===== src/include/sys_cfg.svh =====
`ifndef SYS_CFG_SVH
`define SYS_CFG_SVH

// Requester ports, two tiles and the host.
`define SYS_NUM_PORTS 3

// Cores reached by the wake-up register.
`define SYS_NUM_CORES 4

`define SYS_ADDR_WIDTH 32
`define SYS_DATA_WIDTH 32

// L2 word address width, 1024 words.
`define SYS_L2_ADDR_WIDTH 10

// Address map. Anything outside both windows goes to the external port.
`define SYS_CTRL_BASE 32'h4000_0000
`define SYS_CTRL_END  32'h4000_FFFF
`define SYS_L2_BASE   32'h8000_0000
`define SYS_L2_END    32'hBFFF_FFFF

`endif


===== src/source/sys_pkg.sv =====
`include "sys_cfg.svh"

package sys_pkg;

  typedef logic [`SYS_ADDR_WIDTH-1:0]   addr_t;
  typedef logic [`SYS_DATA_WIDTH-1:0]   data_t;
  typedef logic [`SYS_DATA_WIDTH/8-1:0] strb_t;

  // Targets on the shared bus.
  typedef enum logic [1:0] {
    CTRL_REGS,
    L2_MEMORY,
    EXTERNAL
  } target_e;

  // Control register offsets inside the 64 KiB window.
  localparam logic [15:0] REG_WAKE_UP   = 16'h0000;
  localparam logic [15:0] REG_EOC       = 16'h0004;
  localparam logic [15:0] REG_NUM_CORES = 16'h0008;

endpackage : sys_pkg


===== src/source/sys_bus_if.sv =====
`timescale 1ns/1ns

interface sys_bus_if;

  logic          req;
  logic          gnt;
  sys_pkg::addr_t addr;
  logic          we;
  sys_pkg::data_t wdata;
  sys_pkg::strb_t be;
  logic          rvalid;
  sys_pkg::data_t rdata;

  modport master (
    output req,
    output addr,
    output we,
    output wdata,
    output be,
    input  gnt,
    input  rvalid,
    input  rdata
  );

  modport slave (
    input  req,
    input  addr,
    input  we,
    input  wdata,
    input  be,
    output gnt,
    output rvalid,
    output rdata
  );

endinterface : sys_bus_if


===== src/source/ctrl_registers.sv =====
`timescale 1ns/1ns

`include "sys_cfg.svh"

module ctrl_registers (
  input  logic                      clk_i,
  input  logic                      rst_n_i,
  sys_bus_if.slave                  bus,
  output logic [`SYS_NUM_CORES-1:0] wake_up_o,
  output sys_pkg::data_t            eoc_o,
  output logic                      eoc_valid_o
);

  logic [15:0]               offset;
  logic                      xfer;
  logic                      wake_wr;
  logic                      eoc_wr;
  logic [`SYS_NUM_CORES-1:0] wake_up_q;
  sys_pkg::data_t            eoc_q;
  logic                      eoc_valid_q;
  sys_pkg::data_t            read_word;
  sys_pkg::data_t            rdata_q;
  logic                      rvalid_q;

  assign offset  = bus.addr[15:0];
  assign xfer    = bus.req & bus.gnt;
  assign wake_wr = xfer & bus.we & (offset == sys_pkg::REG_WAKE_UP);
  assign eoc_wr  = xfer & bus.we & (offset == sys_pkg::REG_EOC);

  assign bus.gnt = 1'b1;

  // Wake-up reads back as zero.
  always_comb begin
    case (offset)
      sys_pkg::REG_EOC:       read_word = eoc_q;
      sys_pkg::REG_NUM_CORES: read_word = sys_pkg::data_t'(`SYS_NUM_CORES);
      default:                read_word = '0;
    endcase
  end

  always_ff @(posedge clk_i or negedge rst_n_i) begin
    if (!rst_n_i) begin
      wake_up_q   <= '0;
      eoc_q       <= '0;
      eoc_valid_q <= 1'b0;
      rvalid_q    <= 1'b0;
    end else begin
      // One-cycle pulse per written core bit.
      wake_up_q <= wake_wr ? bus.wdata[`SYS_NUM_CORES-1:0] : '0;
      if (eoc_wr) begin
        eoc_q       <= bus.wdata;
        eoc_valid_q <= bus.wdata[0];
      end
      rvalid_q <= xfer;
    end
  end

  always_ff @(posedge clk_i) begin
    if (xfer) begin
      rdata_q <= bus.we ? '0 : read_word;
    end
  end

  assign bus.rvalid  = rvalid_q;
  assign bus.rdata   = rdata_q;
  assign wake_up_o   = wake_up_q;
  assign eoc_o       = eoc_q;
  assign eoc_valid_o = eoc_valid_q;

endmodule : ctrl_registers


===== src/flat_wrapper.sv =====
// flat-port wrapper written by rule: the top's interface ports become plain ports
module ctrl_registers_flat 
  (clk_i, rst_n_i, wake_up_o, eoc_o, eoc_valid_o, bus_req, bus_addr, bus_we, bus_wdata, bus_be, bus_gnt, bus_rvalid, bus_rdata);
  sys_bus_if bus_i ();
  input  logic clk_i;
  input  logic rst_n_i;
  output logic [`SYS_NUM_CORES-1:0] wake_up_o;
  output sys_pkg::data_t eoc_o;
  output logic eoc_valid_o;
  input wire logic [$bits(bus_i.req)-1:0] bus_req;
  input wire logic [$bits(bus_i.addr)-1:0] bus_addr;
  input wire logic [$bits(bus_i.we)-1:0] bus_we;
  input wire logic [$bits(bus_i.wdata)-1:0] bus_wdata;
  input wire logic [$bits(bus_i.be)-1:0] bus_be;
  output wire logic [$bits(bus_i.gnt)-1:0] bus_gnt;
  output wire logic [$bits(bus_i.rvalid)-1:0] bus_rvalid;
  output wire logic [$bits(bus_i.rdata)-1:0] bus_rdata;
  assign bus_i.req = bus_req;
  assign bus_i.addr = bus_addr;
  assign bus_i.we = bus_we;
  assign bus_i.wdata = bus_wdata;
  assign bus_i.be = bus_be;
  assign bus_gnt = bus_i.gnt;
  assign bus_rvalid = bus_i.rvalid;
  assign bus_rdata = bus_i.rdata;
  ctrl_registers u_core (.clk_i(clk_i), .rst_n_i(rst_n_i), .bus(bus_i), .wake_up_o(wake_up_o), .eoc_o(eoc_o), .eoc_valid_o(eoc_valid_o));
endmodule

===== config.mk =====
export PLATFORM = sky130hd
export DESIGN_NAME = ctrl_registers_flat
export DESIGN_NICKNAME = d
export VERILOG_FILES = /design/src/source/sys_pkg.sv /design/src/source/sys_bus_if.sv /design/src/source/ctrl_registers.sv /design/src/flat_wrapper.sv
export VERILOG_INCLUDE_DIRS = /design/src /design/src/include
export SDC_FILE = /design/constraint.sdc
export NUM_CORES = 1
export LEC_CHECK = 0
export ABC_AREA = 0
export BUFFER_PORTS_ARGS = -buffer_cell sky130_fd_sc_hd__buf_4
export CORE_ASPECT_RATIO = 1.4
export CORE_MARGIN = 4
export CORE_UTILIZATION = 50
export CTS_BUF_LIST = sky130_fd_sc_hd__clkbuf_4 sky130_fd_sc_hd__clkbuf_8
export CTS_CLUSTER_SIZE = 20
export DETAILED_ROUTE_END_ITERATION = 8
export GPL_ROUTABILITY_DRIVEN = 0
export GPL_TIMING_DRIVEN = 0
export MAX_ROUTING_LAYER = met4
export PLACE_DENSITY = 0.86
export SYNTH_ARGS = -nofsm -noshare
export SYNTH_HDL_FRONTEND = slang
export SYNTH_SLANG_ARGS = --single-unit

===== constraint.sdc =====
create_clock -name clk_i -period 1.4 [get_ports clk_i]
set_clock_uncertainty 0.05 [all_clocks]
set_input_delay 0.28 -clock clk_i [delete_from_list [all_inputs] [get_ports clk_i]]
set_output_delay 0.28 -clock clk_i [all_outputs]
set_load 0.05 [all_outputs]

==> flow_summary.toml <==
[power]
p_per_area_mw_per_mm2 = 955
p_leak_nw = 2.06
p_total_mw = 4.03
peakVddDrop_uv = 634

[setup_path]
criticalPathCategory = "in2reg"
cp_max_fo = 10
cp_data_required_time_ns = 1.56
cp-end-kind = "flop"
crit_path_cell_trace = "buf_6, nor4_4, nand4_4, nor2_8, buf_12, mux2_4"
start_kind = "input port"
slowest_stage = "nor4_4"
regToRegSetupSlack_ns = 0.36
arrival_ns = 1.63
slowest_delay_ns = 0.35

[route]
firstDrtPassIters = 4
drt_iter0_drc = 90
avgViaCountPerCell = 4.87
vias = 1818
wl_per_cell_um = 17.8
drc_errors = 0
wl_um = 6650
ant_nets = 0

[global_routing]
antenna_found_initial = 0
grt.total_usage_pct = 21.0
grt_max_degree = 38
met3_usage_pct = 5.28
grt_use_met1_pct = 22.5
grt_pass1_wl_um = 10500
grt-ovfl-total = 0
grt_pass1_vias = 1973
top_usage_layer = "met2"
use_met2_pct = 35.8

[synth]
synth_warnings = 0
synth.area.top_cells = "edfxtp_1, dfrtp_1, mux2_4"
synth_edf_count = 32
syn_inst = 160
synth_flop_cell = "dfrtp_1"
seq_area_frac_synth_pct = 65.9
postSynth.asyncResetShare_pct = 53.6
synth.cell_area_mm2 = 0.00287
yosysTopAreaCell = "edfxtp_1"
netlist.area_leader.share_pct = 33.5
avgSynthCellArea_um2 = 17.9
ys_types = 20
synth_seq_cells = 69
syn_nets = 232

[clock_tree]
cts_buffer_depth = 2
cts_buffers = 9
cts.sink_count = 69
cts_max_level = 3
clk_pin_slew_ns = 0.07
cts_tree = "yes"
clkLatencyLatePin_ns = 0.32
cts-root-buf = "clkbuf_8"

[placed_design]
dp.cells = 349
dp_hpwl_um = 4680
port_buffers = 121
place_ws_ns = -0.469

[timing]
setup_violations = 62
fin_ws_ns = -0.0701
hold_violations = 0
rsz0062_at_grt = "yes"
fmax_mhz = 680
final.period_utilization_pct = 105
drv_slew = 0
whs_ns = 0.124
period_needed_ns = 1.47
fin_setup_tns_ns = -2.61

[cells_and_area]
seqCellArea_mm2 = 0.00189
diodes = 0
nNetsFinal = 373
syn2layout_area_growth_pct = 47.2
multi_input_area_um2 = 916
drive_above_1_share_pct = 67.2
most-common-layout-cells = "buf_4, dfrtp_1, edfxtp_1"
final_common_cell = "buf_4"
nFillCells = 366
final-instance-count-excl-fill = 373

[outcome]
violations = "setup timing"
outcome = "finished with violations"

[min_path]
hold_class = "in2reg"

[floorplan]
io_pins = 143
core_mm2 = 0.00553
dieArea_mm2 = 0.00702
placementRows = 32
die_w_um = 72.0
die_height_um = 97.6
start_util_pct = 51.9

[run]
cap_violations = 0
## critical path, delay by kind of cell
kind / cells / cell delay [ns]
buf+inv: 2 / 0.27
simple gates: 3 / 0.76
mux: 1 / 0.31
## synthesized netlist by cell type, types with 2 or more instances
cell	instances
dfrtp_1	37
and2_1	35
edfxtp_1	32
mux2_4	30
buf_12	3
buf_6	3
nor3_1	3
nor4_4	3
buf_4	2
mux2_1	2
## metal layers
layer | up-vias | wire, um
met4 | 0 | 157
met2 | 76 | 3700
met5 | - | 0
met3 | 12 | 388
met1 | 885 | 2410
li1 | 845 | -
## registers in the layout, indices dropped and copies added (netlist names)
signal and flops:
u_core.bus.rvalid 1, u_core.bus.rdata 32, u_core.eoc_o 32, u_core.wake_up_o 4
## power breakdown
part           switching (mW)  internal (mW)  total (mW)
Sequential            0.00965           2.15        2.16
Combinational           0.227          0.154       0.381
Clock                   0.668          0.820        1.49
## final cells by class
cell class	instances	share of cell area, %
clock buffers	14	4.27
plain buffers	8	2.67
multi-input cells	83	21.7
well taps	68	2.02
clock inverters	1	0.178
repair buffers	130	24.4
flip-flops and latches	69	44.7
## per-stage QoR
| stage | util (%) | cell area, um^2 |
|---|---|---|
| global placement | 69.8 | 3860 |
| finish | 76.4 | 4220 |
| CTS | 75.1 | 4150 |
| global route | 76.4 | 4220 |
| detailed placement | 69.8 | 3860 |
| floorplan | - | 2870 |
## path summary, 6_finish.rpt
check,start,endpoint,depth (start not counted)
worst max register to register,u_core.eoc_o[2]$_DFFE_PN0P_,u_core.bus.rdata[2]$_SDFFCE_PP0P_,3
worst min register to register,u_core.eoc_o[31]$_DFFE_PN0P_,u_core.eoc_o[31]$_DFFE_PN0P_,1
max in group asynchronous,rst_n_i,u_core.eoc_o[29]$_DFFE_PN0P_,2
worst max-delay path,bus_addr[13],u_core.eoc_o[10]$_DFFE_PN0P_,6
min in group asynchronous,rst_n_i,u_core.eoc_o[13]$_DFFE_PN0P_,2
worst min-delay path,bus_wdata[14],u_core.eoc_o[14]$_DFFE_PN0P_,2
## cell families (layout without fill, tap and decap cells)
family                 count (synthesis)  after routing  synth area share [%]
buffers and inverters                  8            153                  3.80
flip-flops                            69             69                  65.9
multiplexers                          33             33                  16.9
other                                  1              1                 0.131
AND/OR/NAND/NOR                       49             49                  13.4
## what timing repair did
| action | 4_1_cts | 5_1_grt |
|---|---|---|
| endpoints found under the setup margin | 60 | 63 |
| gates resized for setup | 15 | 20 |
| endpoints found under the hold margin | 37 | 0 |
| hold buffers | 1 | 0 |
| buffers inserted | 4 | 1 |
| pin swaps | 9 | 2 |
| cloned | 3 | 0 |
Note: power is estimated with default switching activity, not from simulation.
