==> src/include/sys_cfg.svh <==
`ifndef SYS_CFG_SVH
`define SYS_CFG_SVH

// Requester ports, two tiles and the host.
`define SYS_NUM_PORTS 3

// Cores reached by the wake-up register.
`define SYS_NUM_CORES 4

`define SYS_ADDR_WIDTH 32
`define SYS_DATA_WIDTH 32

// L2 word address width, 1024 words.
`define SYS_L2_ADDR_WIDTH 10

// Address map. Anything outside both windows goes to the external port.
`define SYS_CTRL_BASE 32'h4000_0000
`define SYS_CTRL_END  32'h4000_FFFF
`define SYS_L2_BASE   32'h8000_0000
`define SYS_L2_END    32'hBFFF_FFFF

`endif

==> src/source/sys_pkg.sv <==
`include "sys_cfg.svh"

package sys_pkg;

  typedef logic [`SYS_ADDR_WIDTH-1:0]   addr_t;
  typedef logic [`SYS_DATA_WIDTH-1:0]   data_t;
  typedef logic [`SYS_DATA_WIDTH/8-1:0] strb_t;

  // Targets on the shared bus.
  typedef enum logic [1:0] {
    CTRL_REGS,
    L2_MEMORY,
    EXTERNAL
  } target_e;

  // Control register offsets inside the 64 KiB window.
  localparam logic [15:0] REG_WAKE_UP   = 16'h0000;
  localparam logic [15:0] REG_EOC       = 16'h0004;
  localparam logic [15:0] REG_NUM_CORES = 16'h0008;

endpackage : sys_pkg

==> src/source/sys_bus_if.sv <==
`timescale 1ns/1ns

interface sys_bus_if;

  logic          req;
  logic          gnt;
  sys_pkg::addr_t addr;
  logic          we;
  sys_pkg::data_t wdata;
  sys_pkg::strb_t be;
  logic          rvalid;
  sys_pkg::data_t rdata;

  modport master (
    output req,
    output addr,
    output we,
    output wdata,
    output be,
    input  gnt,
    input  rvalid,
    input  rdata
  );

  modport slave (
    input  req,
    input  addr,
    input  we,
    input  wdata,
    input  be,
    output gnt,
    output rvalid,
    output rdata
  );

endinterface : sys_bus_if

==> src/source/sys_arbiter.sv <==
`timescale 1ns/1ns

`include "sys_cfg.svh"

module sys_arbiter (
  input  logic                                   clk_i,
  input  logic                                   rst_n_i,
  input  logic           [`SYS_NUM_PORTS-1:0]    req_i,
  input  sys_pkg::addr_t [`SYS_NUM_PORTS-1:0]    addr_i,
  input  logic           [`SYS_NUM_PORTS-1:0]    we_i,
  input  sys_pkg::data_t [`SYS_NUM_PORTS-1:0]    wdata_i,
  input  sys_pkg::strb_t [`SYS_NUM_PORTS-1:0]    be_i,
  output logic           [`SYS_NUM_PORTS-1:0]    gnt_o,
  output logic           [`SYS_NUM_PORTS-1:0]    rvalid_o,
  output sys_pkg::data_t [`SYS_NUM_PORTS-1:0]    rdata_o,
  sys_bus_if.master                              bus
);

  localparam int unsigned NumPorts = `SYS_NUM_PORTS;
  localparam int unsigned IdWidth  = (NumPorts > 1) ? $clog2(NumPorts) : 1;

  logic [IdWidth-1:0] rr_q;
  logic [IdWidth-1:0] sel;
  logic               found;
  logic               push;
  logic               pop;

  // Source IDs of granted transfers, in grant order.
  logic [IdWidth-1:0] id_fifo_q [2];
  logic               wr_ptr_q;
  logic               rd_ptr_q;
  logic [1:0]         id_cnt_q;
  logic [IdWidth-1:0] head_id;

  // First requester at or after the pointer.
  always_comb begin
    int unsigned idx;
    sel   = rr_q;
    found = 1'b0;
    for (int unsigned i = 0; i < NumPorts; i++) begin
      idx = int'(rr_q) + i;
      if (idx >= NumPorts) begin
        idx = idx - NumPorts;
      end
      if (!found && req_i[idx]) begin
        found = 1'b1;
        sel   = IdWidth'(idx);
      end
    end
  end

  assign bus.req   = found;
  assign bus.addr  = addr_i[sel];
  assign bus.we    = we_i[sel];
  assign bus.wdata = wdata_i[sel];
  assign bus.be    = be_i[sel];

  assign push = bus.req & bus.gnt;
  assign pop  = bus.rvalid;

  always_comb begin
    gnt_o      = '0;
    gnt_o[sel] = found & bus.gnt;
  end

  always_ff @(posedge clk_i or negedge rst_n_i) begin
    if (!rst_n_i) begin
      rr_q     <= '0;
      wr_ptr_q <= 1'b0;
      rd_ptr_q <= 1'b0;
      id_cnt_q <= '0;
    end else begin
      if (push) begin
        rr_q <= (sel == IdWidth'(NumPorts - 1)) ? '0 : sel + 1'b1;
      end
      wr_ptr_q <= wr_ptr_q ^ push;
      rd_ptr_q <= rd_ptr_q ^ pop;
      id_cnt_q <= id_cnt_q + 2'(push) - 2'(pop);
    end
  end

  always_ff @(posedge clk_i) begin
    if (push) begin
      id_fifo_q[wr_ptr_q] <= sel;
    end
  end

  // Steer each response to the port at the head of the FIFO.
  assign head_id = id_fifo_q[rd_ptr_q];

  always_comb begin
    rvalid_o          = '0;
    rvalid_o[head_id] = bus.rvalid;
  end

  assign rdata_o = {NumPorts{bus.rdata}};

  id_fifo_no_overflow: assert property (@(posedge clk_i) disable iff (!rst_n_i)
    push |-> id_cnt_q != 2'd2);

  rvalid_has_id: assert property (@(posedge clk_i) disable iff (!rst_n_i)
    bus.rvalid |-> id_cnt_q != 2'd0);

endmodule : sys_arbiter

==> src/flat_wrapper.sv <==
// flat-port wrapper written by rule: the top's interface ports become plain ports
module sys_arbiter_flat 
  (clk_i, rst_n_i, req_i, addr_i, we_i, wdata_i, be_i, gnt_o, rvalid_o, rdata_o, bus_req, bus_addr, bus_we, bus_wdata, bus_be, bus_gnt, bus_rvalid, bus_rdata);
  sys_bus_if bus_i ();
  input  logic clk_i;
  input  logic rst_n_i;
  input  logic           [`SYS_NUM_PORTS-1:0] req_i;
  input  sys_pkg::addr_t [`SYS_NUM_PORTS-1:0] addr_i;
  input  logic           [`SYS_NUM_PORTS-1:0] we_i;
  input  sys_pkg::data_t [`SYS_NUM_PORTS-1:0] wdata_i;
  input  sys_pkg::strb_t [`SYS_NUM_PORTS-1:0] be_i;
  output logic           [`SYS_NUM_PORTS-1:0] gnt_o;
  output logic           [`SYS_NUM_PORTS-1:0] rvalid_o;
  output sys_pkg::data_t [`SYS_NUM_PORTS-1:0] rdata_o;
  output wire logic [$bits(bus_i.req)-1:0] bus_req;
  output wire logic [$bits(bus_i.addr)-1:0] bus_addr;
  output wire logic [$bits(bus_i.we)-1:0] bus_we;
  output wire logic [$bits(bus_i.wdata)-1:0] bus_wdata;
  output wire logic [$bits(bus_i.be)-1:0] bus_be;
  input wire logic [$bits(bus_i.gnt)-1:0] bus_gnt;
  input wire logic [$bits(bus_i.rvalid)-1:0] bus_rvalid;
  input wire logic [$bits(bus_i.rdata)-1:0] bus_rdata;
  assign bus_req = bus_i.req;
  assign bus_addr = bus_i.addr;
  assign bus_we = bus_i.we;
  assign bus_wdata = bus_i.wdata;
  assign bus_be = bus_i.be;
  assign bus_i.gnt = bus_gnt;
  assign bus_i.rvalid = bus_rvalid;
  assign bus_i.rdata = bus_rdata;
  sys_arbiter u_core (.clk_i(clk_i), .rst_n_i(rst_n_i), .req_i(req_i), .addr_i(addr_i), .we_i(we_i), .wdata_i(wdata_i), .be_i(be_i), .gnt_o(gnt_o), .rvalid_o(rvalid_o), .rdata_o(rdata_o), .bus(bus_i));
endmodule
==> config.mk <==
export PLATFORM = sky130hd
export DESIGN_NAME = sys_arbiter_flat
export DESIGN_NICKNAME = d
export VERILOG_FILES = /design/src/source/sys_pkg.sv /design/src/source/sys_bus_if.sv /design/src/source/sys_arbiter.sv /design/src/flat_wrapper.sv
export VERILOG_INCLUDE_DIRS = /design/src /design/src/include
export SDC_FILE = /design/constraint.sdc
export NUM_CORES = 1
export LEC_CHECK = 0
export BUFFER_PORTS_ARGS = -buffer_cell sky130_fd_sc_hd__buf_2
export CORE_AREA = 2 2 162 164
export CTS_CLUSTER_SIZE = 28
export DETAILED_ROUTE_END_ITERATION = 6
export DIE_AREA = 0 0 164 166
export PLACE_DENSITY = 0.44
export SLEW_MARGIN = 20
export SYNTH_ARGS = -nofsm -noshare
export SYNTH_HDL_FRONTEND = slang
export SYNTH_SLANG_ARGS = --single-unit
==> constraint.sdc <==
create_clock -name clk_i -period 3.6 [get_ports clk_i]
set_input_delay 0.72 -clock clk_i [delete_from_list [all_inputs] [get_ports clk_i]]
set_output_delay 0.72 -clock clk_i [all_outputs]
set_load 0.02 [all_outputs]
==> flow_summary.toml <==
[outcome]
run_status = "finished clean"

[timing]
worst_pin_slew_ns = 0.361
slew_headroom = 0.758
report.final.slew_viol_count = 0
fin_ws_ns = 0.103
period_needed_ns = 3.50
setup_viol = 0
fin_crit_sh = 0.972
skew_ns = 0.00125
finalHoldViolCount = 0
clock.fmax_mhz = 286

[synthesis]
yosysWarningCount = 0
synth.area.mux_share = 0.0286
syn-num-nets = 587
synthXorXnorAreaFrac = 0.00318
synthAdderAreaFrac = 0.0273
ys_seq_area_frac = 0.0800
synthCells = 335
synth_top_family_by_area = "buffers and inverters"
syn_area_um2 = 2750
post_synth_and_or_nand_nor_area_fraction = 0.218
synthArstFlopShare = 0.500
synth_compound_area_frac = 0.307
synth_edf_count = 4
avgSynthCellArea_um2 = 8.21
ys.flop_type = "edfxtp_1"
synth_cell_types = 40
ys_seq_elements = 8

[power]
power.density_nw_per_um2 = 1250
swShare = 0.556
switching_power_mw = 2.87
p_total_mw = 5.16
p_leak_nw = 2.08
seqPwrFrac = 0.039
combPwrFrac = 0.924
clkPwrFrac = 0.037
p_int_mw = 2.29
peakVddDrop_mv = 0.450

[floorplan]
die_area_um2 = 27200
io_pins = 418
die_w_um = 164
start_util = 0.107
fp.dieH_um = 166
rows = 59
coreArea_um2 = 25600

[final_layout]
final_cell_mix = "buf_2 (289), and2_1 (69), a221o_1 (59)"
area_growth_pct = 49.8
n_antenna_cell = 0
layout_commonest_cell = "buf_2"
drive_gt1_frac = 0.654
fillers = 2926
final_nets = 779

[placement]
pre_cts_ws_ns = 0.186
port-buffer-count = 289
gp_congestion = 0.778
dp_hpwl_um = 10800

[critical_path]
worstPathMaxFanout = 38
critPathLaunchType = "register"
slowest_stage = "dfrtp_2"
worstSetupEndpointType = "output pin"
required_ns = 2.88
arrival_ns = 2.78
path_class = "register to output pin"
critical-path-max-stage-delay_ns = 0.44
crit_chain = "inv_2 > ha_1 > and3b_1 > a21oi_4 > nand2_1 > o311a_2 > buf_12 > a221o_1 > buf_2"
ff2ff_path_depth = 8
r2r_setup_slack_ns = 1.27

[route]
antenna_left = 0
via_per_inst = 3.73
drt-initial-drc-count = 132
routed_wl_um = 13200
vias = 3210
drt_pass1_iterations = 4
wl_per_cell_um = 15.3
drc = 0

[global_route]
antenna_found_initial = 4
grt.total_usage = 0.0860
grt_pass1_wl_um = 18200
grt-ovfl-total = 0
grt_max_degree = 39
grt_pass1_vias = 3252

[clocking]
root_buffer = "clkbuf_16"
ctsHoldBuffers = 0
cts_inserted_buffers = 3
clock-sinks = 8
cts-htree-levels = 1
cts_tree = "done"
clockBufferDepth = 2
clkTransAtPathRegs_ns = 0.04
clk_latency_ns = 0.23

[min_path]
min_path_type = "input pin to async pin"

[job]
maxCapViolations = 0
[power groups by stage]
stage	registers, mW	clock network [mW]	logic [mW]
2_1_floorplan	0.175	0	3.36
3_3_place_gp	0.191	0	4.47
3_5_place_dp	0.194	0	4.47
4_1_cts	0.193	0.195	4.68
5_1_grt	0.209	0.203	5.10
6_report	0.200	0.192	4.77
[worst max-delay path: cells and delay by family (launching register included)]
kind | cells | cell delay [ns]
flip-flops | 1 | 0.44
AND/OR/NAND/NOR | 2 | 0.34
adder cells (fa/ha/maj) | 1 | 0.22
buffers and inverters | 3 | 0.44
AO/OA/AOI/OAI | 3 | 1.05
[path summary, 6_finish.rpt]
check                                           startpoint                          to
max in group asynchronous                          rst_n_i  u_core.rr_q[0]$_DFFE_PN0P_
worst max register to register  u_core.rr_q[1]$_DFFE_PN0P_  u_core.rr_q[0]$_DFFE_PN0P_
worst min-delay path                               rst_n_i   u_core.rd_ptr_q$_DFF_PN0_
worst max-delay path            u_core.rr_q[1]$_DFFE_PN0P_                bus_addr[27]
worst min register to register   u_core.rd_ptr_q$_DFF_PN0_   u_core.rd_ptr_q$_DFF_PN0_
min in group clk_i               u_core.rd_ptr_q$_DFF_PN0_   u_core.rd_ptr_q$_DFF_PN0_
[synth_stat cells (3+ instances only)]
cell,n,area (um^2)
ha_1,6,75.1
mux2i_1,3,30.0
nand2_1,7,26.3
edfxtp_1,4,120
buf_2,6,30.0
clkbuf_1,7,26.3
dfrtp_1,4,100
a21oi_1,3,15.0
a221o_1,59,591
mux2_2,3,33.8
buf_4,99,743
buf_6,8,90.1
nor2_1,7,26.3
a221o_2,10,113
and2_1,70,438
nand2b_1,3,18.8
inv_1,9,33.8
[metal layers]
layer,GRT usage,routed length (um),share of wire
met5,0,54,0.0041
met4,0.0195,214,0.016
met3,0.0245,1160,0.088
met2,0.144,6200,0.47
met1,0.109,5580,0.42
[kinds of logic (layout without fill, tap and decap cells)]
logic type / count (synthesis) / in the layout
AOI/OAI and AO/OA: 86 / 86
xor gates and xnor gates: 1 / 1
and+or+nand+nor: 98 / 98
adders and majority gates: 6 / 6
muxes: 7 / 7
buffers and inverters: 129 / 320
DFF: 8 / 8
[stage by stage]
step                      utilization  hold WS (ns)  cell area [um^2]  cells  setup TNS [ns]
final                           0.161         0.297              4120    861               0
after CTS                       0.156         0.301              4010    854               0
after global placement          0.151         0.548              3860    848               0
after global routing            0.161         0.300              4120    861          -0.256
after detailed placement        0.151         0.546              3860    848               0
after floorplan                     -         0.424              2750    335               0
[cell type report]
cell class	count	area, um^2	share of cell area
sequential	8	223	0.0540
multi-input combinational	198	1670	0.405
timing repair buffer	307	1700	0.412
clock buffer	4	78.8	0.0191
tap	335	419	0.102
inverter	9	33.8	0.00820
[sequential cells by signal, summed over array words and instances, names as in the netlist]
| register | flops |
|---|---|
| u_core.id_fifo_q | 4 |
| u_core.rr_q | 2 |
| u_core.rd_ptr_q | 1 |
| u_core.wr_ptr_q | 1 |
[what timing repair did]
action / 4_1_cts / 5_1_grt
endpoints found under the setup margin: 40 / 69
cloned: 1 / 1
pin swaps: 1 / 5
setup buffers: 1 / 6
resized for setup: 6 / 14
(Power assumes the default switching activity.)
