--- src/include/sys_cfg.svh ---
`ifndef SYS_CFG_SVH
`define SYS_CFG_SVH

// Requester ports, two tiles and the host.
`define SYS_NUM_PORTS 3

// Cores reached by the wake-up register.
`define SYS_NUM_CORES 4

`define SYS_ADDR_WIDTH 32
`define SYS_DATA_WIDTH 32

// L2 word address width, 1024 words.
`define SYS_L2_ADDR_WIDTH 10

// Address map. Anything outside both windows goes to the external port.
`define SYS_CTRL_BASE 32'h4000_0000
`define SYS_CTRL_END  32'h4000_FFFF
`define SYS_L2_BASE   32'h8000_0000
`define SYS_L2_END    32'hBFFF_FFFF

`endif

--- src/source/sys_pkg.sv ---
`include "sys_cfg.svh"

package sys_pkg;

  typedef logic [`SYS_ADDR_WIDTH-1:0]   addr_t;
  typedef logic [`SYS_DATA_WIDTH-1:0]   data_t;
  typedef logic [`SYS_DATA_WIDTH/8-1:0] strb_t;

  // Targets on the shared bus.
  typedef enum logic [1:0] {
    CTRL_REGS,
    L2_MEMORY,
    EXTERNAL
  } target_e;

  // Control register offsets inside the 64 KiB window.
  localparam logic [15:0] REG_WAKE_UP   = 16'h0000;
  localparam logic [15:0] REG_EOC       = 16'h0004;
  localparam logic [15:0] REG_NUM_CORES = 16'h0008;

endpackage : sys_pkg

--- src/source/sys_bus_if.sv ---
`timescale 1ns/1ns

interface sys_bus_if;

  logic          req;
  logic          gnt;
  sys_pkg::addr_t addr;
  logic          we;
  sys_pkg::data_t wdata;
  sys_pkg::strb_t be;
  logic          rvalid;
  sys_pkg::data_t rdata;

  modport master (
    output req,
    output addr,
    output we,
    output wdata,
    output be,
    input  gnt,
    input  rvalid,
    input  rdata
  );

  modport slave (
    input  req,
    input  addr,
    input  we,
    input  wdata,
    input  be,
    output gnt,
    output rvalid,
    output rdata
  );

endinterface : sys_bus_if

--- src/source/sys_addr_decoder.sv ---
`timescale 1ns/1ns

`include "sys_cfg.svh"

module sys_addr_decoder (
  input  logic           clk_i,
  input  logic           rst_n_i,
  sys_bus_if.slave       up,
  sys_bus_if.master      l2,
  sys_bus_if.master      ctrl,
  output logic           ext_req_o,
  output sys_pkg::addr_t ext_addr_o,
  output logic           ext_we_o,
  output sys_pkg::data_t ext_wdata_o,
  output sys_pkg::strb_t ext_be_o,
  input  logic           ext_gnt_i,
  input  logic           ext_rvalid_i,
  input  sys_pkg::data_t ext_rdata_i,
  output logic           busy_o
);

  sys_pkg::target_e tgt;
  logic             ext_pend_q;
  logic             int_pend_q;
  logic             int_xfer;

  always_comb begin
    tgt = sys_pkg::EXTERNAL;
    if (up.addr >= `SYS_CTRL_BASE && up.addr <= `SYS_CTRL_END) begin
      tgt = sys_pkg::CTRL_REGS;
    end else if (up.addr >= `SYS_L2_BASE && up.addr <= `SYS_L2_END) begin
      tgt = sys_pkg::L2_MEMORY;
    end
  end

  // Nothing new goes out while the external port owes a response.
  assign l2.req    = up.req & (tgt == sys_pkg::L2_MEMORY) & ~ext_pend_q;
  assign ctrl.req  = up.req & (tgt == sys_pkg::CTRL_REGS) & ~ext_pend_q;
  assign ext_req_o = up.req & (tgt == sys_pkg::EXTERNAL) & ~ext_pend_q;

  assign l2.addr     = up.addr;
  assign l2.we       = up.we;
  assign l2.wdata    = up.wdata;
  assign l2.be       = up.be;
  assign ctrl.addr   = up.addr;
  assign ctrl.we     = up.we;
  assign ctrl.wdata  = up.wdata;
  assign ctrl.be     = up.be;
  assign ext_addr_o  = up.addr;
  assign ext_we_o    = up.we;
  assign ext_wdata_o = up.wdata;
  assign ext_be_o    = up.be;

  always_comb begin
    case (tgt)
      sys_pkg::L2_MEMORY: up.gnt = l2.gnt & ~ext_pend_q;
      sys_pkg::CTRL_REGS: up.gnt = ctrl.gnt & ~ext_pend_q;
      default:            up.gnt = ext_gnt_i & ~ext_pend_q;
    endcase
  end

  // The three response streams never overlap.
  assign up.rvalid = l2.rvalid | ctrl.rvalid | ext_rvalid_i;

  always_comb begin
    if (l2.rvalid) begin
      up.rdata = l2.rdata;
    end else if (ctrl.rvalid) begin
      up.rdata = ctrl.rdata;
    end else begin
      up.rdata = ext_rdata_i;
    end
  end

  assign int_xfer = (l2.req & l2.gnt) | (ctrl.req & ctrl.gnt);

  always_ff @(posedge clk_i or negedge rst_n_i) begin
    if (!rst_n_i) begin
      ext_pend_q <= 1'b0;
      int_pend_q <= 1'b0;
    end else begin
      // Internal targets always answer in the next cycle.
      int_pend_q <= int_xfer;
      if (ext_req_o && ext_gnt_i) begin
        ext_pend_q <= 1'b1;
      end else if (ext_rvalid_i) begin
        ext_pend_q <= 1'b0;
      end
    end
  end

  assign busy_o = up.req | int_pend_q | ext_pend_q;

  resp_no_overlap: assert property (@(posedge clk_i) disable iff (!rst_n_i)
    $onehot0({l2.rvalid, ctrl.rvalid, ext_rvalid_i}));

endmodule : sys_addr_decoder

--- src/flat_wrapper.sv ---
// flat-port wrapper written by rule: the top's interface ports become plain ports
module sys_addr_decoder_flat 
  (clk_i, rst_n_i, ext_req_o, ext_addr_o, ext_we_o, ext_wdata_o, ext_be_o, ext_gnt_i, ext_rvalid_i, ext_rdata_i, busy_o, up_req, up_addr, up_we, up_wdata, up_be, up_gnt, up_rvalid, up_rdata, l2_req, l2_addr, l2_we, l2_wdata, l2_be, l2_gnt, l2_rvalid, l2_rdata, ctrl_req, ctrl_addr, ctrl_we, ctrl_wdata, ctrl_be, ctrl_gnt, ctrl_rvalid, ctrl_rdata);
  sys_bus_if up_i ();
  sys_bus_if l2_i ();
  sys_bus_if ctrl_i ();
  input  logic clk_i;
  input  logic rst_n_i;
  output logic ext_req_o;
  output sys_pkg::addr_t ext_addr_o;
  output logic ext_we_o;
  output sys_pkg::data_t ext_wdata_o;
  output sys_pkg::strb_t ext_be_o;
  input  logic ext_gnt_i;
  input  logic ext_rvalid_i;
  input  sys_pkg::data_t ext_rdata_i;
  output logic busy_o;
  input wire logic [$bits(up_i.req)-1:0] up_req;
  input wire logic [$bits(up_i.addr)-1:0] up_addr;
  input wire logic [$bits(up_i.we)-1:0] up_we;
  input wire logic [$bits(up_i.wdata)-1:0] up_wdata;
  input wire logic [$bits(up_i.be)-1:0] up_be;
  output wire logic [$bits(up_i.gnt)-1:0] up_gnt;
  output wire logic [$bits(up_i.rvalid)-1:0] up_rvalid;
  output wire logic [$bits(up_i.rdata)-1:0] up_rdata;
  output wire logic [$bits(l2_i.req)-1:0] l2_req;
  output wire logic [$bits(l2_i.addr)-1:0] l2_addr;
  output wire logic [$bits(l2_i.we)-1:0] l2_we;
  output wire logic [$bits(l2_i.wdata)-1:0] l2_wdata;
  output wire logic [$bits(l2_i.be)-1:0] l2_be;
  input wire logic [$bits(l2_i.gnt)-1:0] l2_gnt;
  input wire logic [$bits(l2_i.rvalid)-1:0] l2_rvalid;
  input wire logic [$bits(l2_i.rdata)-1:0] l2_rdata;
  output wire logic [$bits(ctrl_i.req)-1:0] ctrl_req;
  output wire logic [$bits(ctrl_i.addr)-1:0] ctrl_addr;
  output wire logic [$bits(ctrl_i.we)-1:0] ctrl_we;
  output wire logic [$bits(ctrl_i.wdata)-1:0] ctrl_wdata;
  output wire logic [$bits(ctrl_i.be)-1:0] ctrl_be;
  input wire logic [$bits(ctrl_i.gnt)-1:0] ctrl_gnt;
  input wire logic [$bits(ctrl_i.rvalid)-1:0] ctrl_rvalid;
  input wire logic [$bits(ctrl_i.rdata)-1:0] ctrl_rdata;
  assign up_i.req = up_req;
  assign up_i.addr = up_addr;
  assign up_i.we = up_we;
  assign up_i.wdata = up_wdata;
  assign up_i.be = up_be;
  assign up_gnt = up_i.gnt;
  assign up_rvalid = up_i.rvalid;
  assign up_rdata = up_i.rdata;
  assign l2_req = l2_i.req;
  assign l2_addr = l2_i.addr;
  assign l2_we = l2_i.we;
  assign l2_wdata = l2_i.wdata;
  assign l2_be = l2_i.be;
  assign l2_i.gnt = l2_gnt;
  assign l2_i.rvalid = l2_rvalid;
  assign l2_i.rdata = l2_rdata;
  assign ctrl_req = ctrl_i.req;
  assign ctrl_addr = ctrl_i.addr;
  assign ctrl_we = ctrl_i.we;
  assign ctrl_wdata = ctrl_i.wdata;
  assign ctrl_be = ctrl_i.be;
  assign ctrl_i.gnt = ctrl_gnt;
  assign ctrl_i.rvalid = ctrl_rvalid;
  assign ctrl_i.rdata = ctrl_rdata;
  sys_addr_decoder u_core (.clk_i(clk_i), .rst_n_i(rst_n_i), .up(up_i), .l2(l2_i), .ctrl(ctrl_i), .ext_req_o(ext_req_o), .ext_addr_o(ext_addr_o), .ext_we_o(ext_we_o), .ext_wdata_o(ext_wdata_o), .ext_be_o(ext_be_o), .ext_gnt_i(ext_gnt_i), .ext_rvalid_i(ext_rvalid_i), .ext_rdata_i(ext_rdata_i), .busy_o(busy_o));
endmodule
--- config.mk ---
export PLATFORM = sky130hd
export DESIGN_NAME = sys_addr_decoder_flat
export DESIGN_NICKNAME = d
export VERILOG_FILES = /design/src/source/sys_pkg.sv /design/src/source/sys_bus_if.sv /design/src/source/sys_addr_decoder.sv /design/src/flat_wrapper.sv
export VERILOG_INCLUDE_DIRS = /design/src /design/src/include
export SDC_FILE = /design/constraint.sdc
export NUM_CORES = 1
export LEC_CHECK = 0
export ABC_AREA = 1
export ABC_CLOCK_PERIOD_IN_PS = 1200
export BUFFER_PORTS_ARGS = -buffer_cell sky130_fd_sc_hd__buf_2
export CORE_AREA = 2 2 162 164
export CTS_BUF_LIST = sky130_fd_sc_hd__clkbuf_16
export DETAILED_ROUTE_END_ITERATION = 10
export DIE_AREA = 0 0 164 166
export GPL_ROUTABILITY_DRIVEN = 0
export PLACE_DENSITY_LB_ADDON = 0.05
export SYNTH_ARGS = -nofsm -noshare
export SYNTH_HDL_FRONTEND = slang
export SYNTH_SLANG_ARGS = --single-unit
--- constraint.sdc ---
create_clock -name clk_i -period 1.2 [get_ports clk_i]
set_input_delay 0.12 -clock clk_i [delete_from_list [all_inputs] [get_ports clk_i]]
set_output_delay 0.12 -clock clk_i [all_outputs]
set_load 0.05 [all_outputs]
==> flow_summary.json, run 1 <==
{
  "outcome": "finished with violations",
  "violations": "negative setup slack",
  "cts_tree": "built",
  "root_buffer": "clkbuf_16",
  "critPathArrivalTime_ns": 1.11,
  "vias": 2265,
  "power_switching_mw": 1.18,
  "p_total_mw": 2.21,
  "fmax_ghz": 0.811,
  "rr_worst_depth": 6,
  "grt-ovfl-total": 0,
  "pin_count": 419,
  "cp-startpoint": "u_core.ext_pend_q",
  "start_util_pct": 9.46,
  "slew_viol_final": 0,
  "grt_max_degree": 29,
  "yosysSeqAreaShare_pct": 2.07,
  "coreArea_sq_mm": 0.0256,
  "htreeDepth": 1,
  "first_iter_violations": 44,
  "synthDistinctLibCells": 13,
  "layout_setup_ws_ns": -0.0325,
  "power_density_mw_per_mm2": 758,
  "cts_buffers": 3,
  "final_net_count": 588,
  "timing_hold_violations_final": 0,
  "ant_nets": 0,
  "required_ns": 1.08,
  "min_path_type": "input pin to flop",
  "critPathTopFamily": "flip-flops",
  "crit_path_max_fanout": 3,
  "cts.sinks": 2,
  "p_comb_share_pct": 73.9,
  "fin_crit_ns": 1.23,
  "critical_path_class": "flop to primary output",
  "setup_viol": 4,
  "syn_area_sq_mm": 0.00242,
  "timing.rr.start": "u_core.ext_pend_q",
  "grt_pass1_wl_mm": 13.7,
  "final_area_sq_mm": 0.00292,
  "pre_cts_ws_ns": -0.138,
  "end_kind": "primary output",
  "clockBufferDepth": 2,
  "dpl_cell_area_sq_mm": 0.00266,
  "grtUsageTotal_pct": 6.62,
  "die_area_sq_mm": 0.0272,
  "fillers": 3031,
  "synth_seq_cells": 2,
  "drv_cap": 0,
  "hold_depth": 3,
  "dp_hpwl_mm": 8.83,
  "portBuffers": 206,
  "cpPeakStageDelay_ns": 0.40,
  "syn_nets": 568,
  "finClkSkew_ns": 0.000384,
  "maxSlewHeadroom_pct": 82.5,
  "worstMarginPinSlew_ns": 0.264,
  "drive_gt1_share_pct": 69.7,
  "cts.clk_slew.worst_paths_ns": 0.03,
  "switching_share_pct": 53.6,
  "worstHoldStart": "ctrl_gnt",
  "pwr-share-seq_pct": 3.5,
  "drc": 0,
  "path_cells": "nor2_2 -> inv_2 -> nor2_4 -> buf_8",
  "path_buf_inv": 2,
  "wl_per_cell_microns": 13.5,
  "vdd.ir_drop.worst_v": 0.000361,
  "fin_crit_sh_pct": 103,
  "drt-pass1-iter-count": 4,
  "clock_power_share_pct": 22.6,
  "die_x_microns": 164,
  "num_rows": 59,
  "first_global_vias": 2356,
  "die_h_microns": 166,
  "cp_slowest_cell": "dfrtp_1",
  "antenna_found_initial": 3,
  "insertion_delay_ns": 0.22,
  "syn_inst": 394,
  "rsz0062_at_grt": "yes",
  "totalWireLength_mm": 10.1,
  "synth_warnings": 0,
  "syn_to_final_growth_pct": 20.4,
  "synth_area_per_cell_sq_um": 6.15,
  "crit_path_start_kind": "flop",
  "p_int_mw": 1.02,
  "power.leakage_nw": 1.43,
  "cp.depth": 4,
  "vias_per_cell": 3.02
}
[path summary, 6_finish.rpt]
path                                endpoint  slack [ns]
min                        u_core.int_pend_q        0.12
max in group asynchronous  u_core.ext_pend_q        0.87
min reg2reg                u_core.ext_pend_q        0.66
max                                 ctrl_req       -0.03
max reg2reg                u_core.int_pend_q        0.20
min in group asynchronous  u_core.int_pend_q        0.23
[synth_stat cells]
| cell | number | area, sq um |
|---|---|---|
| buf_2 | 11 | 55.1 |
| nand3_1 | 3 | 15.0 |
| nor2_1 | 46 | 173 |
| nand2_2 | 1 | 6.26 |
| inv_2 | 3 | 11.3 |
| buf_4 | 210 | 1580 |
| dfrtp_1 | 2 | 50.1 |
| or2_1 | 1 | 6.26 |
| inv_1 | 5 | 18.8 |
| a21oi_1 | 64 | 320 |
| nand2_1 | 44 | 165 |
| nor2_2 | 3 | 18.8 |
| nand4_1 | 1 | 6.26 |
[per-layer routing]
metal	vias to the layer above	track usage (%)	wire length (microns)
met1	970	5.77	3190
met2	207	12.8	5210
li1	1068	-	-
met5	-	0	0
met4	0	1.41	136
met3	20	3.90	1580
[through the flow]
step                      std cells  hold WS [ns]  util (%)  setup TNS [ns]
after floorplan                 394        -0.176         -         -0.0924
after global placement          741       -0.0883      10.4          -0.268
after detailed placement        741       -0.0912      10.4          -0.262
after CTS                       747         0.128      11.1          -0.131
after global routing            747         0.144      11.4          -0.334
final                           750         0.123      11.4         -0.0833
[layout by cell type (no fill, tap or decap), types with 4 or more instances in the layout]
cell	instances
a21oi_1	32
nor2_1	38
a21oi_2	32
nor2_4	4
inv_2	4
buf_6	5
clkbuf_4	21
buf_2	174
nand2_1	43
buf_4	26
nor2_2	7
inv_1	4
buf_12	7
[power by group through the flow]
stage | clock network (mW) | logic (mW) | registers (mW)
final | 0.499 | 1.63 | 0.0768
after global routing | 0.515 | 1.73 | 0.0775
after CTS | 0.512 | 1.62 | 0.0772
after detailed placement | 0 | 1.58 | 0.0770
after global placement | 0 | 1.59 | 0.0767
after floorplan | 0 | 2.55 | 0.0761
[sequential cells by signal, summed over array words and instances (netlist names)]
| name | cells |
|---|---|
| u_core.ext_pend_q | 1 |
| u_core.int_pend_q | 1 |
[cell families after synthesis]
logic type | share of synthesized area (%)
buffers and inverters | 68.6
and+or+nand+nor | 16.1
AOI/OAI and AO/OA | 13.2
DFF | 2.07
[repair_timing]
| action | 4_1_cts | 5_1_grt |
|---|---|---|
| resized for setup | 22 | 28 |
| endpoints found under the hold margin | 2 | 0 |
| pin swaps | 6 | 1 |
| setup buffers | 2 | 0 |
| hold buffers | 1 | 0 |
| endpoints found under the setup margin | 7 | 28 |
[final cells by class]
type | instances | area, sq um | share of cell area, %
repair buffers | 236 | 1460 | 50.1
multi-input cells | 163 | 873 | 30.0
well taps | 335 | 419 | 14.4
clock buffers | 3 | 75.1 | 2.58
flip-flops and latches | 2 | 50.0 | 1.72
inverters | 8 | 30.0 | 1.03
diodes | 3 | 7.51 | 0.258
[worst reg2reg max path, cell delays in order, from the launching register on]
cell and delay [ns]:
dfrtp_1 0.40, nor2_2 0.13, inv_2 0.09, nor2_4 0.12
buf_4 0.12, nand2_1 0.04, nand2_1 0.05
No activity file was read; power rests on OpenSTA's default activity.
==> run 2: changes to the inputs <==
PLACE_DENSITY_LB_ADDON = 0.25   (was 0.05)
==> run 2 against run 1 <==
The flow still finishes with violations (negative setup slack). Non-clock buffer count rose by 1. Worst setup slack improved by 0.0051 ns. First-iteration DRC count fell by 6.8%. Global-route usage fell by 0.73 points. Final area fell by 0.52%. Clock-buffer cell count did not move. Sequential share of layout area barely moved. Largest cell class unchanged. Largest power group unchanged.
==> flow_summary.json, run 2 (same netlist as run 1, synthesis figures left out) <==
{
  "power_density_mw_per_mm2": 761,
  "critical_path_class": "flop to primary output",
  "critPathTopFamily": "flip-flops",
  "cts.clk_slew.worst_paths_ns": 0.03,
  "rsz0062_at_grt": "yes",
  "grtUsageTotal_pct": 5.89,
  "timing_hold_violations_final": 0,
  "top_regs": "u_core.ext_pend_q x1, u_core.int_pend_q x1",
  "num_rows": 59,
  "hold_depth": 3,
  "ant_nets": 0,
  "cts_tree": "built",
  "first_iter_violations": 41,
  "portBuffers": 206,
  "first_global_vias": 2282,
  "fin_crit_ns": 1.23,
  "start_util_pct": 9.46,
  "worstHoldStart": "ctrl_gnt",
  "worstMarginPinSlew_ns": 0.266,
  "vdd.ir_drop.worst_v": 0.000451,
  "outcome": "finished with violations",
  "power.leakage_nw": 1.43,
  "pre_cts_ws_ns": -0.108,
  "slew_viol_final": 0,
  "min_path_type": "input pin to flop",
  "maxSlewHeadroom_pct": 82.3,
  "placed_cells": 740,
  "r2r-end": "u_core.int_pend_q",
  "setup_viol": 3,
  "path_cells": "nor2_2 -> inv_2 -> nor2_4 -> buf_8",
  "dpl_cell_area_sq_mm": 0.00263,
  "drive_gt1_share_pct": 69.7,
  "htreeDepth": 1,
  "setup-tns-final_ns": -0.0738,
  "end_kind": "primary output",
  "root_buffer": "clkbuf_16",
  "cpPeakStageDelay_ns": 0.40,
  "die_x_microns": 164,
  "mostFrequentLayoutCells": "188 x buf_2, 41 x nand2_1, 39 x nor2_1, 32 x a21oi_1, 32 x a21oi_2",
  "drv_cap": 0,
  "antenna_found_initial": 3,
  "timing.rr.start": "u_core.ext_pend_q",
  "whs_ns": 0.126,
  "vias_per_cell": 3.08,
  "final_util_pct": 11.3,
  "cp_slowest_cell": "dfrtp_1",
  "wl_per_cell_microns": 12.4,
  "finClkSkew_ns": 0.000380,
  "instances_no_fill": 749,
  "required_ns": 1.08,
  "whs_endpoint": "u_core.int_pend_q",
  "cts.sinks": 2,
  "p_total_mw": 2.21,
  "final_area_sq_mm": 0.00290,
  "syn_to_final_growth_pct": 19.7,
  "die_area_sq_mm": 0.0272,
  "coreArea_sq_mm": 0.0256,
  "layout_setup_ws_ns": -0.0274,
  "totalWireLength_mm": 9.32,
  "grt-ovfl-total": 0,
  "violations": "negative setup slack",
  "fmax_ghz": 0.815,
  "rr_worst_depth": 6,
  "path_buf_inv": 2,
  "drc": 0,
  "drt-pass1-iter-count": 4,
  "crit_path_start_kind": "flop",
  "rrSetupSlack_ns": 0.18,
  "clockBufferDepth": 2,
  "die_h_microns": 166,
  "critPathArrivalTime_ns": 1.11,
  "grt_pass1_wl_mm": 12.2,
  "vias": 2309,
  "grt_max_degree": 33,
  "cts_buffers": 3,
  "final_net_count": 589,
  "layout_commonest_cell": "buf_2",
  "pin_count": 419,
  "insertion_delay_ns": 0.22,
  "dp_hpwl_mm": 7.86,
  "fin_crit_sh_pct": 102,
  "crit_path_max_fanout": 3
}
run 2: cell count changes in the layout (fill, tap and decap cells not counted), sizes merged:
cell    change
diode       -2
buf        +13
clkbuf     -12
run 2: cell type report:
type / count / area [sq um]
well taps: 335 / 419
fillers: 3041 / 22700
flip-flops and latches: 2 / 50.0
inverters: 8 / 32.5
multi-input cells: 163 / 881
repair buffers: 237 / 1440
clock buffers: 3 / 75.1
diodes: 1 / 2.50
run 2: what timing repair did:
action                                  in CTS  in global routing
endpoints found under the setup margin       8                 19
hold buffers                                 1                  0
setup buffers                                3                  0
pin swaps                                   10                  3
resized for setup                           29                 15
endpoints found under the hold margin        2                  0
gates cloned                                 0                  1
run 2: where the power goes:
group | total [mW] | internal [mW] | switching (mW)
Combinational | 1.63 | 0.518 | 1.11
Sequential | 0.0776 | 0.0725 | 0.00513
Clock | 0.499 | 0.424 | 0.0755
Total | 2.21 | 1.01 | 1.19
run 2: worst max-delay path by stage:
stage	start	to	slack, ns	depth (start not counted)
3_3_place_gp	up_addr[26]	up_gnt	-0.10	9
5_1_grt	u_core.ext_pend_q	ext_req_o	-0.09	4
3_5_place_dp	up_addr[26]	up_gnt	-0.11	9
4_1_cts	u_core.ext_pend_q	l2_req	-0.03	4
2_1_floorplan	u_core.ext_pend_q	u_core.int_pend_q	-0.09	5
6_report	u_core.ext_pend_q	l2_req	-0.03	4
run 2: routing by layer:
metal | wire length [microns] | share of wire (%) | vias to the layer above | track usage, %
li1 | - | - | 1066 | -
met1 | 3200 | 34 | 954 | 5.65
met2 | 4180 | 45 | 235 | 9.63
met3 | 1560 | 17 | 50 | 4.05
met4 | 354 | 3.8 | 4 | 2.75
met5 | 31 | 0.33 | - | 0
run 2: worst reg2reg max path: cells and delay by family, from the launching register on:
family / cells / cell delay (ns)
and+or+nand+nor: 4 / 0.36
buffers and inverters: 2 / 0.20
DFF: 1 / 0.40
